===== src/rtl/cameraPkg.sv =====
package cameraPkg;

  localparam int dataWidth = 32;
  localparam int countWidth = 11;      // bytes per line and lines per frame
  localparam int maxLineWords = 256;   // words per bank
  localparam int wordIndexWidth = 8;

  // register offsets on the control slave
  localparam logic [7:0] regBytesPerLine = 8'h00;
  localparam logic [7:0] regLinesPerFrame = 8'h04;
  localparam logic [7:0] regFrameBase = 8'h10;
  localparam logic [7:0] regControl = 8'h18;
  localparam logic [7:0] regStatus = 8'h1C;

  typedef struct packed {
    logic hsync;
    logic vsync;
    logic [7:0] data;
  } camIn_t;

  typedef struct packed {
    logic cyc;
    logic stb;
    logic we;
    logic [dataWidth-1:0] adr;
    logic [dataWidth-1:0] dat;
    logic [dataWidth/8-1:0] sel;
  } wbReq_t;

  typedef struct packed {
    logic ack;
    logic [dataWidth-1:0] dat;
  } wbRsp_t;

  typedef struct packed {
    logic frameStart;                    // one cycle after vsync falls
    logic lineEnd;                       // one cycle after hsync falls
    logic [countWidth-1:0] byteIndex;    // index of the byte on the bus now
    logic active;
    logic [countWidth-1:0] bytesPerLine;
    logic [countWidth-1:0] linesPerFrame;
  } lineTiming_t;

  typedef struct packed {
    logic we;
    logic bank;
    logic [wordIndexWidth-1:0] wordIndex;
    logic [dataWidth-1:0] data;
  } pixWrite_t;

  typedef struct packed {
    logic [dataWidth-1:0] frameBase;     // word aligned
    logic continuous;
    logic singleRequest;
  } captureCtrl_t;

endpackage


===== src/rtl/grayPacker.sv =====
module grayPacker (
  input  logic                   pclk,
  input  logic                   reset,
  input  cameraPkg::camIn_t      cam,
  input  cameraPkg::lineTiming_t timing,
  output cameraPkg::pixWrite_t   pixWrite,
  output logic                   doneBank
);
  import cameraPkg::*;

  logic [7:0] highByte;
  logic [23:0] wordAcc;      // gray bytes 0..2 of the current word
  logic curBank;
  logic [15:0] rgb;
  logic [7:0] red;
  logic [7:0] green;
  logic [7:0] blue;
  logic [15:0] weighted;
  logic [7:0] gray;
  logic wrEnable;
  logic wrBank;
  logic [wordIndexWidth-1:0] wrIndex;
  logic [dataWidth-1:0] wrData;

  assign rgb = {highByte, cam.data};
  assign red = {rgb[15:11], 3'b000};
  assign green = {rgb[10:5], 2'b00};
  assign blue = {rgb[4:0], 3'b000};
  assign weighted = 16'd77 * {8'd0, red} + 16'd150 * {8'd0, green} + 16'd29 * {8'd0, blue};
  assign gray = weighted[15:8];

  // during lineEnd the bank has not toggled yet
  assign doneBank = timing.lineEnd ? curBank : ~curBank;

  always_ff @(posedge pclk) begin
    if (reset) begin
      curBank <= 1'b0;
      wrEnable <= 1'b0;
    end else begin
      wrEnable <= timing.active && timing.byteIndex[2:0] == 3'd7;
      if (timing.lineEnd) begin
        curBank <= ~curBank;
      end
    end
  end

  always_ff @(posedge pclk) begin
    if (timing.active) begin
      case (timing.byteIndex[2:0])
        3'd1: wordAcc[7:0] <= gray;
        3'd3: wordAcc[15:8] <= gray;
        3'd5: wordAcc[23:16] <= gray;
        3'd7: begin
          wrData <= {gray, wordAcc};   // first pixel in the low byte
          wrIndex <= timing.byteIndex[wordIndexWidth+2:3];
          wrBank <= curBank;
        end
        default: highByte <= cam.data;
      endcase
    end
  end

  always_comb begin
    pixWrite.we = wrEnable;
    pixWrite.bank = wrBank;
    pixWrite.wordIndex = wrIndex;
    pixWrite.data = wrData;
  end

endmodule


===== config.mk =====
export PLATFORM = sky130hd
export DESIGN_NAME = grayPacker
export DESIGN_NICKNAME = d
export VERILOG_FILES = /design/src/rtl/cameraPkg.sv /design/src/rtl/grayPacker.sv
export SDC_FILE = /design/constraint.sdc
export NUM_CORES = 1
export LEC_CHECK = 0
export BUFFER_PORTS_ARGS = -buffer_cell sky130_fd_sc_hd__buf_2
export CAP_MARGIN = 10
export CORE_UTILIZATION = 40
export DETAILED_ROUTE_END_ITERATION = 6
export GPL_TIMING_DRIVEN = 0
export PLACE_DENSITY_LB_ADDON = 0.3
export REMOVE_ABC_BUFFERS = 1
export SLEW_MARGIN = 20
export SYNTH_ARGS = -nofsm -noshare
export SYNTH_HDL_FRONTEND = slang
export SYNTH_SLANG_ARGS = --single-unit

===== constraint.sdc =====
create_clock -name pclk -period 12.6 [get_ports pclk]
set_input_delay 2.52 -clock pclk [delete_from_list [all_inputs] [get_ports pclk]]
set_output_delay 2.52 -clock pclk [all_outputs]
set_load 0.05 [all_outputs]

* Yosys cells after proc, flatten, opt, wreduce, memory -nomap -nowiden *
Index checks and enable logic that the tools add are counted.

cells by class
  bitwise operators = 2
  equal/unequal tests = 4
  add/sub/neg operators = 2
  multipliers = 3
  reduce and logical (&&, ||, !) cells = 7
  multiplexer cells = 1

operators with widths
  operator                                                               count
  15-bit by 16-bit adder with 16-bit output                              1
  16-bit by 13-bit adder with 16-bit output                              1
  7-bit by 6-bit multiplier with 13-bit output, first input constant     1
  7-bit by 5-bit multiplier with 12-bit output, first input constant     1
  5-bit by 5-bit multiplier with 10-bit output, first input constant     1
  2-bit AND reduction                                                    5
  3-bit equality test, second input constant                             2
  4-bit OR reduction                                                     1
  3-bit by 1-bit equality test with 1-bit output, second input constant  1
  3-bit by 2-bit equality test with 1-bit output, second input constant  1
  1-bit inverter                                                         2
  1-bit logical AND                                                      1
  1-bit two-way mux                                                      1

storage, ports and cells
  word-level logic and storage cells = 28
  register bits = 75
  output and inout port bits = 43
  bits of input ports = 48

* Logic depth before layout (Yosys ltp) *
Gate-level depths: netlist (run 1).

  depth after elaboration = 4
  mapped depth = 20
  mapped depth without buffers = 20

* Worst setup path before layout (run 1) *
OpenSTA, ideal clock, no wires.

  path type = in2reg
  start = in cam[2] (netlist bit)
  end = reg wordAcc[14] (data pin)
  setup time = 272 ps
  cell stages on the path = 19
  setup slack = 6038 ps
  arrival = 6290 ps
  required time = 12328 ps
  path buffers = 0
  cell sequence = ha_1 -> ha_1 -> inv_1 -> fa_1 -> fa_1 -> nor2b_1 -> o21ai_0 -> a21oi_1 -> o21a_1 -> nor2_1 -> xnor2_1 -> fa_1 -> inv_1 -> ha_1 -> nand4_1 -> nor3b_1 -> o31a_1 -> nor2_2 -> xnor2_1

between the ends
  word-level cells in the longest chain between the ends = 2

RTL lines
  item                                          RTL line          source
  start: declaration                            grayPacker.sv:4   input cameraPkg::camIn_t cam,
  5-bit by 5-bit multiplier with 10-bit output  grayPacker.sv:29  assign weighted = 16'd77 * {8'd0, red} + 16'd150 * {8'd0, green} + 16'd29 * {8'd0, blue};
  16-bit by 13-bit adder with 16-bit output     grayPacker.sv:29
  via weighted[14]                              grayPacker.sv:18  logic [15:0] weighted;
  end signal: assignment                        grayPacker.sv:51  3'd3: wordAcc[15:8] <= gray;
  end: declaration                              grayPacker.sv:12  logic [23:0] wordAcc;

The timed path passes the listed nets, and every way through them passes these cells.
A chain may end at the register's enable or synchronous reset.

* Final worst setup path (run 1) *
  start = in cam[2] (netlist bit)
  end = reg wrData[30] (data pin)

between the ends
  word-level cells in the longest chain between the ends = 2

RTL lines
  item                                          RTL line          source
  5-bit by 5-bit multiplier with 10-bit output  grayPacker.sv:29
  16-bit by 13-bit adder with 16-bit output     grayPacker.sv:29
  via weighted[14]                              grayPacker.sv:18
  end signal: assignment                        grayPacker.sv:54  wrData <= {gray, wordAcc};
  end: declaration                              grayPacker.sv:23  logic [dataWidth-1:0] wrData;

The timed path passes the listed nets, and every way through them passes these cells.

==> results.sh, run 1 <==
export IMPL_outcome="finished, final reports clean"
export IMPL_diodes=0
export IMPL_whs_ps=413.7
export IMPL_regArea_mm2=0.002232
export IMPL_fmax_mhz=145.7
export IMPL_cp_num_buf_inv=3
export IMPL_synth_seq_area_share=0.4901
export IMPL_arrival_ps=6980
export IMPL_p_int_uw=916.5
export IMPL_grt_pass1_vias=2585
export IMPL_vdd_drop_max_v=0.0001652
export IMPL_multi_input_area_mm2=0.002181
export IMPL_io_pins=91
export IMPL_period_needed_ps=6861
export IMPL_cts_tree="yes"
export IMPL_synth_lib_cells_used_distinct=31
export IMPL_crit_type="in -> reg"
export IMPL_combinationalPowerShare=0.459
export IMPL_crit_chain="buf_2 > ha_1 > ha_1 > inv_1 > fa_1 > fa_1 > nor2b_1 > o21ai_0 > a21oi_1 > o21a_1 > nor2_1 > xnor2_1 > fa_1 > inv_1 > ha_1 > nand4_1 > nor3b_1 > o31a_1 > nor2_2 > xnor2_1"
export IMPL_slowest_stage="fa_1"
export IMPL_areaGrowthSynthToFinish_pct=19.51
export IMPL_cp_required_ps=12720
export IMPL_syn_area_mm2=0.004554
export IMPL_finalHoldViolCount=0
export IMPL_num_fill_cells=942
export IMPL_setup_viol=0
export IMPL_die_w_um=108.7
export IMPL_via_per_inst=4.786
export IMPL_synth_async_reset_ratio=0
export IMPL_clockRootBuffer="clkbuf_16"
export IMPL_routabilityCongestion=0.7322
export IMPL_start_kind="primary input"
export IMPL_route_detailed_drc=0
export IMPL_cts_resized=0
export IMPL_cap_viol_max_count=0
export IMPL_synth_seq_cells=75
export IMPL_nets=554
export IMPL_tns_ps=0
export IMPL_die_h_um=108.7
export IMPL_final_cell_mix="79 x ha_1, 73 x edfxtp_1, 65 x buf_2"
export IMPL_power_leakage_nw=2.430
export IMPL_cp_end_kind="flip-flop"
export IMPL_synth_avg_cell_area_um2=13.76
export IMPL_crit_family="adder cells"
export IMPL_pre_cts_slack_ps=5385
export IMPL_dp_cells=535
export IMPL_power_switching_share=0.3539
export IMPL_worstSkewPairLatency_ps=320
export IMPL_skew_ps=5.608
export IMPL_hold_class="reg -> reg"
export IMPL_synth_edf_count=73
export IMPL_rows=38
export IMPL_power_density_mw_per_mm2=260.6
export IMPL_cp_max_fo=6
export IMPL_max_stage_delay_ps=500
export IMPL_layout_setup_ws_ps=5739
export IMPL_antenna_found_initial=0
export IMPL_dieArea_mm2=0.01182
export IMPL_port_buffers=65
export IMPL_pwr_share_clk=0.219
export IMPL_fin_cells=551
export IMPL_initial_core_util=0.4147
export IMPL_track_usage=0.1318
export IMPL_drt_iter0_markers=86
export IMPL_wire_per_inst_um=12.97
export IMPL_cts_inserted_buffers=9
export IMPL_final_common_cell="ha_1"
export IMPL_routed_wl_um=7145
export IMPL_cts_sinks=75
export IMPL_grt_max_degree=28
export IMPL_cts_max_level=3
export IMPL_synth_warnings=0
export IMPL_period_share=0.5445
export IMPL_p_total_mw=1.418
export IMPL_p_sw_uw=501.9
export IMPL_core_mm2=0.01098
export IMPL_grt_ovfl_total=0
export IMPL_maxSlewViolCount=0
export IMPL_worst_slew_pin_slew_ps=923.2
export IMPL_slew_headroom=0.3833
export IMPL_grt_first_pass_wirelength_um=11720
export IMPL_rsz0062_at_grt="false"
export IMPL_post_cts_buffers=0
export IMPL_clkTransAtPathRegs_ps=60
export IMPL_dr_pass1_iters=4
export IMPL_seqPwrFrac=0.322
export IMPL_hold_buffers=0
export IMPL_dp_final_hpwl_um=5809
export IMPL_routed_via_count=2637
export IMPL_ys_flop_type="edfxtp_1"
export IMPL_ctsLongestPathBuffers=2
export IMPL_drive_gt1_frac=0.2165
export IMPL_syn_inst=331
export IMPL_drtAntennaViolNets=0
[power by group through the flow]
stage	sequential [mW]	clock (mW)	combinational, mW
floorplan	0.493	0	0.482
global placement	0.461	0	0.638
detailed placement	0.462	0	0.654
CTS	0.457	0.316	0.659
global route	0.460	0.327	0.736
finish	0.457	0.311	0.651
[synthesized netlist by cell type (3+ instances only)]
| cell type | count | area share |
|---|---|---|
| edfxtp_1 | 73 | 0.48 |
| o21ai_0 | 9 | 0.0099 |
| o41ai_1 | 3 | 0.0058 |
| o21a_1 | 3 | 0.0049 |
| a21oi_1 | 9 | 0.0099 |
| fa_1 | 21 | 0.092 |
| xnor2_1 | 18 | 0.035 |
| nand2b_1 | 3 | 0.0041 |
| nor3_1 | 4 | 0.0044 |
| nor2_1 | 14 | 0.012 |
| nand3_1 | 3 | 0.0033 |
| inv_1 | 38 | 0.031 |
| xor2_1 | 9 | 0.017 |
| a21o_1 | 9 | 0.015 |
| ha_1 | 79 | 0.22 |
| nand2_1 | 9 | 0.0074 |
| nor3b_1 | 3 | 0.0049 |
| nor2b_1 | 4 | 0.0055 |
[sequential cells by signal (all words and copies together), names as in the netlist]
name      count
highByte      8
wrData       32
wrIndex       8
wordAcc      24
wrBank        1
curBank       1
wrEnable      1
[metal layers]
layer,track usage,vias up,part of all wire
li1,-,1344,-
met1,0.1580,1221,0.47
met2,0.2306,65,0.47
met3,0.02570,7,0.042
met4,0.05502,0,0.014
met5,0,-,0
[cell type report]
type                            instances  share of cell area
Inverter                               38             0.02621
Multi-Input combinational cell        216              0.4007
Tap cell                              140             0.03218
Clock inverter                          6             0.02529
Timing Repair Buffer                   66             0.06345
Sequential cell                        75              0.4101
Clock buffer                           10             0.04207
[cells by family after synthesis]
logic type	share of synthesized area
simple gates	0.05714
flops	0.4901
buf+inv	0.03462
xor+xnor	0.05192
compound gates	0.05687
fa+ha+maj	0.3093
[worst register-to-register path, stage by stage (launching register included)]
cell and delay [ps]:
edfxtp_1 460, ha_1 330, ha_1 300, fa_1 540
fa_1 480, a21o_1 200, a21oi_1 210, o21ai_0 170
nor2_1 140, xor2_1 100, fa_1 500, inv_1 40
ha_1 360, nand4_1 100, nor3b_1 360, o31a_1 240
nor2_2 50, xnor2_1 280
[path summary, 6_finish.rpt]
path,start,to,slack [ps],depth (start not counted)
worst max-delay path,cam[2],wrData[30],5740,20
worst min-delay path,wordAcc[1],wrData[1],410,0
worst max register to register,highByte[0],wrData[30],7540,17
worst min register to register,wordAcc[1],wrData[1],410,0
[metrics by stage]
| stage | instance area [um2] | util |
|---|---|---|
| after floorplan | 4539 | - |
| after global placement | 5040 | 0.4589 |
| after detailed placement | 5076 | 0.4622 |
| after CTS | 5443 | 0.4956 |
| after global routing | 5443 | 0.4956 |
| final | 5443 | 0.4956 |
Power figures use the tool's default switching activity.
==> run 2: changes to the inputs <==
clock period = 5.6 ns   (was 12.6 ns; I/O delays follow)
==> run 2 against run 1 <==
Total power is 130% higher. Cell count unchanged. Hold slack barely moved. First-iteration DRC count decreased by 16%. Register-to-register slack got worse by 6900 ps. Setup slack worse by 5500 ps. Combinational power up 130%. Critical endpoint is now wordAcc[14]. Routed wire length up 0.74%. Die area did not move. Sequential cell count is the same.
==> results.sh, run 2 (synthesis results as in run 1) <==
export IMPL_max_stage_delay_ps=500
export IMPL_antenna_found_initial=0
export IMPL_worst_slew_pin_slew_ps=922.1
export IMPL_largest_reg_flops=32
export IMPL_slowest_stage="fa_1"
export IMPL_fin_cells=551
export IMPL_period_needed_ps=5313
export IMPL_power_switching_share=0.3557
export IMPL_combinationalPowerShare=0.464
export IMPL_drtAntennaViolNets=0
export IMPL_setup_viol=0
export IMPL_drt_iter0_markers=72
export IMPL_reg2reg_depth=17
export IMPL_dr_pass1_iters=4
export IMPL_arrival_ps=5370
export IMPL_p_int_mw=2.075
export IMPL_clkTransAtPathRegs_ps=60
export IMPL_routed_wl_um=7198
export IMPL_power_density_mw_per_mm2=590.4
export IMPL_die_h_um=108.7
export IMPL_hold_start="wordAcc[1]"
export IMPL_diodes=0
export IMPL_cts_sinks=75
export IMPL_final_common_cell="ha_1"
export IMPL_maxSlewViolCount=0
export IMPL_slew_headroom=0.3840
export IMPL_layout_setup_ws_ps=287.4
export IMPL_worst_r2r_setup_slack_ps=680
export IMPL_hold_buffers=0
export IMPL_num_fill_cells=943
export IMPL_cts_tree="yes"
export IMPL_rows=38
export IMPL_seqPwrFrac=0.319
export IMPL_fin_util=0.4967
export IMPL_vdd_drop_max_v=0.0003726
export IMPL_core_mm2=0.01098
export IMPL_routabilityCongestion=0.7322
export IMPL_areaGrowthSynthToFinish_pct=19.78
export IMPL_cap_viol_max_count=0
export IMPL_rsz0062_at_grt="false"
export IMPL_cp_max_fo=6
export IMPL_power_leakage_nw=2.437
export IMPL_via_per_inst=4.791
export IMPL_period_share=0.9487
export IMPL_final_cell_mix="79 x ha_1, 73 x edfxtp_1, 65 x buf_2"
export IMPL_cp_required_ps=5660
export IMPL_grt_pass1_vias=2585
export IMPL_placed_area_mm2=0.005076
export IMPL_regMostFlops="wrData"
export IMPL_post_cts_buffers=0
export IMPL_skew_ps=4.854
export IMPL_final_area_mm2=0.005455
export IMPL_dp_final_hpwl_um=5809
export IMPL_whs_path_depth=0
export IMPL_r2r_end="wordAcc[14]"
export IMPL_top_regs="wrData: 32 flops, wordAcc: 24 flops"
export IMPL_wire_per_inst_um=13.06
export IMPL_p_total_mw=3.221
export IMPL_start_kind="primary input"
export IMPL_routed_via_count=2640
export IMPL_io_pins=91
export IMPL_dp_cells=535
export IMPL_initial_core_util=0.4147
export IMPL_finalHoldViolCount=0
export IMPL_cts_max_level=3
export IMPL_track_usage=0.1318
export IMPL_hold_class="reg -> reg"
export IMPL_drive_gt1_frac=0.2214
export IMPL_grt_ovfl_total=0
export IMPL_outcome="finished, final reports clean"
export IMPL_crit_type="in -> reg"
export IMPL_cts_inserted_buffers=9
export IMPL_crit_chain="buf_2 > ha_1 > ha_1 > inv_1 > fa_1 > fa_1 > nor2b_1 > o21ai_0 > a21oi_1 > o21a_1 > nor2_1 > xnor2_1 > fa_1 > inv_1 > ha_1 > nand4_1 > nor3b_2 > o31a_1 > nor2_2 > xnor2_2"
export IMPL_timing_rr_start="highByte[0]"
export IMPL_clockRootBuffer="clkbuf_16"
export IMPL_grt_first_pass_wirelength_um=11720
export IMPL_fmax_mhz=188.2
export IMPL_holdPathEnd="wrData[1]"
export IMPL_grt_max_degree=28
export IMPL_nets=554
export IMPL_route_detailed_drc=0
export IMPL_whs_ps=413.8
export IMPL_p_sw_mw=1.146
export IMPL_cp_end_kind="flip-flop"
export IMPL_worstSkewPairLatency_ps=320
export IMPL_die_w_um=108.7
export IMPL_pwr_share_clk=0.217
export IMPL_pre_cts_slack_ps=-215.5
export IMPL_port_buffers=65
export IMPL_ctsLongestPathBuffers=2
export IMPL_tns_ps=0
export IMPL_dieArea_mm2=0.01182
export IMPL_cts_resized=0
-- run 2: cell counts in the layout (fill, tap and decap cells not counted) --
No cell type changed its count.
-- run 2: power groups by stage --
stage               logic (mW)  registers, mW  clock network, mW
floorplan                 1.08           1.11                  0
global placement          1.43           1.04                  0
detailed placement        1.47           1.04                  0
CTS                       1.48           1.03              0.711
global route              1.68           1.04              0.735
finish                    1.49           1.03              0.700
-- run 2: worst max path at each step --
stage,slack [ps],cells after the start,start,end
final,290,20,cam[2],wordAcc[14]
after global routing,1,19,cam[2],wordAcc[15]
after CTS,120,20,cam[2],wrData[30]
after detailed placement,-220,20,cam[2],wordAcc[14]
after global placement,-160,20,cam[2],wordAcc[14]
after floorplan,440,19,cam[2],wordAcc[14]
-- run 2: per-layer routing --
layer | wire length (um) | global-route usage | part of all wire
met2 | 3415 | 0.2306 | 0.47
met1 | 3400 | 0.1580 | 0.47
met4 | 102 | 0.05502 | 0.014
met5 | 0 | 0 | 0
met3 | 281 | 0.02570 | 0.039
-- run 2: layout make-up --
class,count,area (um2),share of cell area
Sequential cell,75,2232,0.4092
Multi-Input combinational cell,216,2193,0.4021
Timing Repair Buffer,66,345.3,0.06330
Clock buffer,10,229.0,0.04197
Tap cell,140,175.2,0.03211
Inverter,38,142.6,0.02615
Clock inverter,6,137.6,0.02523
-- run 2: critical path, delay by kind of cell --
kind,cells,cell delay [ps]
buffers and inverters,3,250
AOI/OAI and AO/OA,4,660
xor gates and xnor gates,2,320
adders and majority gates,6,2400
and+or+nand+nor,5,600
==> run 3: changes to the inputs <==
GPL_TIMING_DRIVEN = unset   (was 0)
==> run 3 against run 2 <==
Non-clock buffer count rose by 19. Sequential power barely moved. Clock power fell by 3.6%. Cell area rose by 2.2%. Cell count rose by 3.4%. Hold slack barely moved.
==> results.sh, run 3 (synthesis results as in run 1) <==
export IMPL_cp_end_kind="flip-flop"
export IMPL_dp_final_hpwl_um=5993
export IMPL_fmax_mhz=189.3
export IMPL_via_per_inst=4.825
export IMPL_maxSlewViolCount=0
export IMPL_die_w_um=108.7
export IMPL_clkTransAtPathRegs_ps=60
export IMPL_port_buffers=65
export IMPL_r2r_end="wordAcc[14]"
export IMPL_setup_viol=0
export IMPL_cts_tree="yes"
export IMPL_period_needed_ps=5282
export IMPL_grt_first_pass_wirelength_um=12230
export IMPL_busiest_layer="met2"
export IMPL_layout_setup_ws_ps=318.2
export IMPL_cts_sinks=75
export IMPL_grt_max_degree=43
export IMPL_routed_via_count=2750
export IMPL_reg2reg_depth=18
export IMPL_largest_reg_flops=32
export IMPL_rsz0062_at_grt="false"
export IMPL_io_pins=91
export IMPL_clockRootBuffer="clkbuf_16"
export IMPL_slew_headroom=0.3789
export IMPL_wire_per_inst_um=13.12
export IMPL_power_leakage_nw=2.528
export IMPL_whs_path_depth=0
export IMPL_routabilityCongestion=0.7587
export IMPL_drtAntennaViolNets=0
export IMPL_start_kind="primary input"
export IMPL_dieArea_mm2=0.01182
export IMPL_whs_ps=414.2
export IMPL_top_regs="wrData: 32 flops, wordAcc: 24 flops"
export IMPL_grtUsageMet1=0.1545
export IMPL_num_fill_cells=926
export IMPL_final_cell_mix="79 x ha_1, 73 x edfxtp_1, 65 x buf_2"
export IMPL_finalHoldViolCount=0
export IMPL_nets=573
export IMPL_timing_rr_start="highByte[0]"
export IMPL_skew_ps=6.294
export IMPL_route_detailed_drc=0
export IMPL_power_density_mw_per_mm2=590.3
export IMPL_grtUsageMet2=0.2432
export IMPL_drt_iter0_markers=101
export IMPL_pre_cts_slack_ps=-28.86
export IMPL_ctsLongestPathBuffers=2
export IMPL_post_cts_buffers=0
export IMPL_cp_max_fo=4
export IMPL_met3_usage=0.03825
export IMPL_worst_slew_pin_slew_ps=929.7
export IMPL_core_mm2=0.01098
export IMPL_fin_util=0.5074
export IMPL_final_common_cell="ha_1"
export IMPL_outcome="finished, final reports clean"
export IMPL_cp_endpoint="wordAcc[14]"
export IMPL_grt_pass1_vias=2732
export IMPL_worstSkewPairLatency_ps=330
export IMPL_hold_class="reg -> reg"
export IMPL_drive_gt1_frac=0.2535
export IMPL_crit_type="in -> reg"
export IMPL_arrival_ps=5340
export IMPL_cts_max_level=3
export IMPL_rows=38
export IMPL_grt_ovfl_total=0
export IMPL_antenna_found_initial=0
export IMPL_cap_viol_max_count=0
export IMPL_initial_core_util=0.4147
export IMPL_dr_pass1_iters=4
export IMPL_die_h_um=108.7
export IMPL_routed_wl_um=7478
export IMPL_cp_startpoint="cam[2]"
export IMPL_vdd_drop_max_v=0.0003918
export IMPL_cts_inserted_buffers=9
export IMPL_worst_r2r_setup_slack_ps=700
export IMPL_period_share=0.9432
export IMPL_diodes=0
export IMPL_track_usage=0.1372
export IMPL_areaGrowthSynthToFinish_pct=22.36
export IMPL_cp_required_ps=5660
export IMPL_regMostFlops="wrData"
run 3: worst min-delay path by stage:
| stage | startpoint | to |
|---|---|---|
| 2_1_floorplan | wordAcc[0] | wrData[0] |
| 3_3_place_gp | wordAcc[19] | wrData[19] |
| 3_5_place_dp | wordAcc[11] | wrData[11] |
| 4_1_cts | wordAcc[16] | wrData[16] |
| 5_1_grt | wordAcc[9] | wrData[9] |
| 6_report | wordAcc[16] | wrData[16] |
run 3: worst max-delay path, cell delays in order:
cell     delay (ps)
buf_2           130
ha_1            290
ha_1            280
inv_1            50
fa_1            560
inv_1            60
ha_1            290
a21o_1          190
a21oi_1         170
o21ai_0         100
a21oi_1         180
xor2_1          280
fa_1            460
inv_1            70
ha_1            230
buf_4           150
nand4_1          90
nand3_1         130
o31a_1          300
nor2_2          130
xnor2_2         100
run 3: per-layer routing:
metal  wire length [um]  vias up
met2               3652       75
li1                   -     1381
met5                  0        -
met4                144        0
met3                391       10
met1               3289     1284
run 3: power by group:
part           total [mW]  internal, mW  switching [mW]
logic                1.59         0.674           0.914
clock network       0.675         0.462           0.213
registers            1.03          1.00          0.0241
total                3.29          2.14            1.15
run 3: through the flow:
step	area, um2	TNS, ps	std cells	total power [mW]
2_1_floorplan	4539	0	329	2.193
3_3_place_gp	5191	0	554	2.562
3_5_place_dp	5191	-115.3	554	2.609
4_1_cts	5552	0	570	3.298
5_1_grt	5573	0	570	3.559
6_report	5573	0	570	3.289
run 3: repair_timing:
action / in CTS / in global routing
gates resized for setup: 0 / 3
hold buffers: 0 / 0
endpoints found under the setup margin: 0 / 8
run 3: final cells by class:
| class | instances | area [um2] | area share |
|---|---|---|---|
| inverter | 38 | 142.6 | 0.02560 |
| timing repair buffer | 85 | 475.5 | 0.08532 |
| tap | 140 | 175.2 | 0.03143 |
| sequential | 75 | 2232 | 0.4005 |
| multi-input combinational | 216 | 2187 | 0.3925 |
| clock buffer | 11 | 252.7 | 0.04535 |
| clock inverter | 5 | 107.6 | 0.01931 |
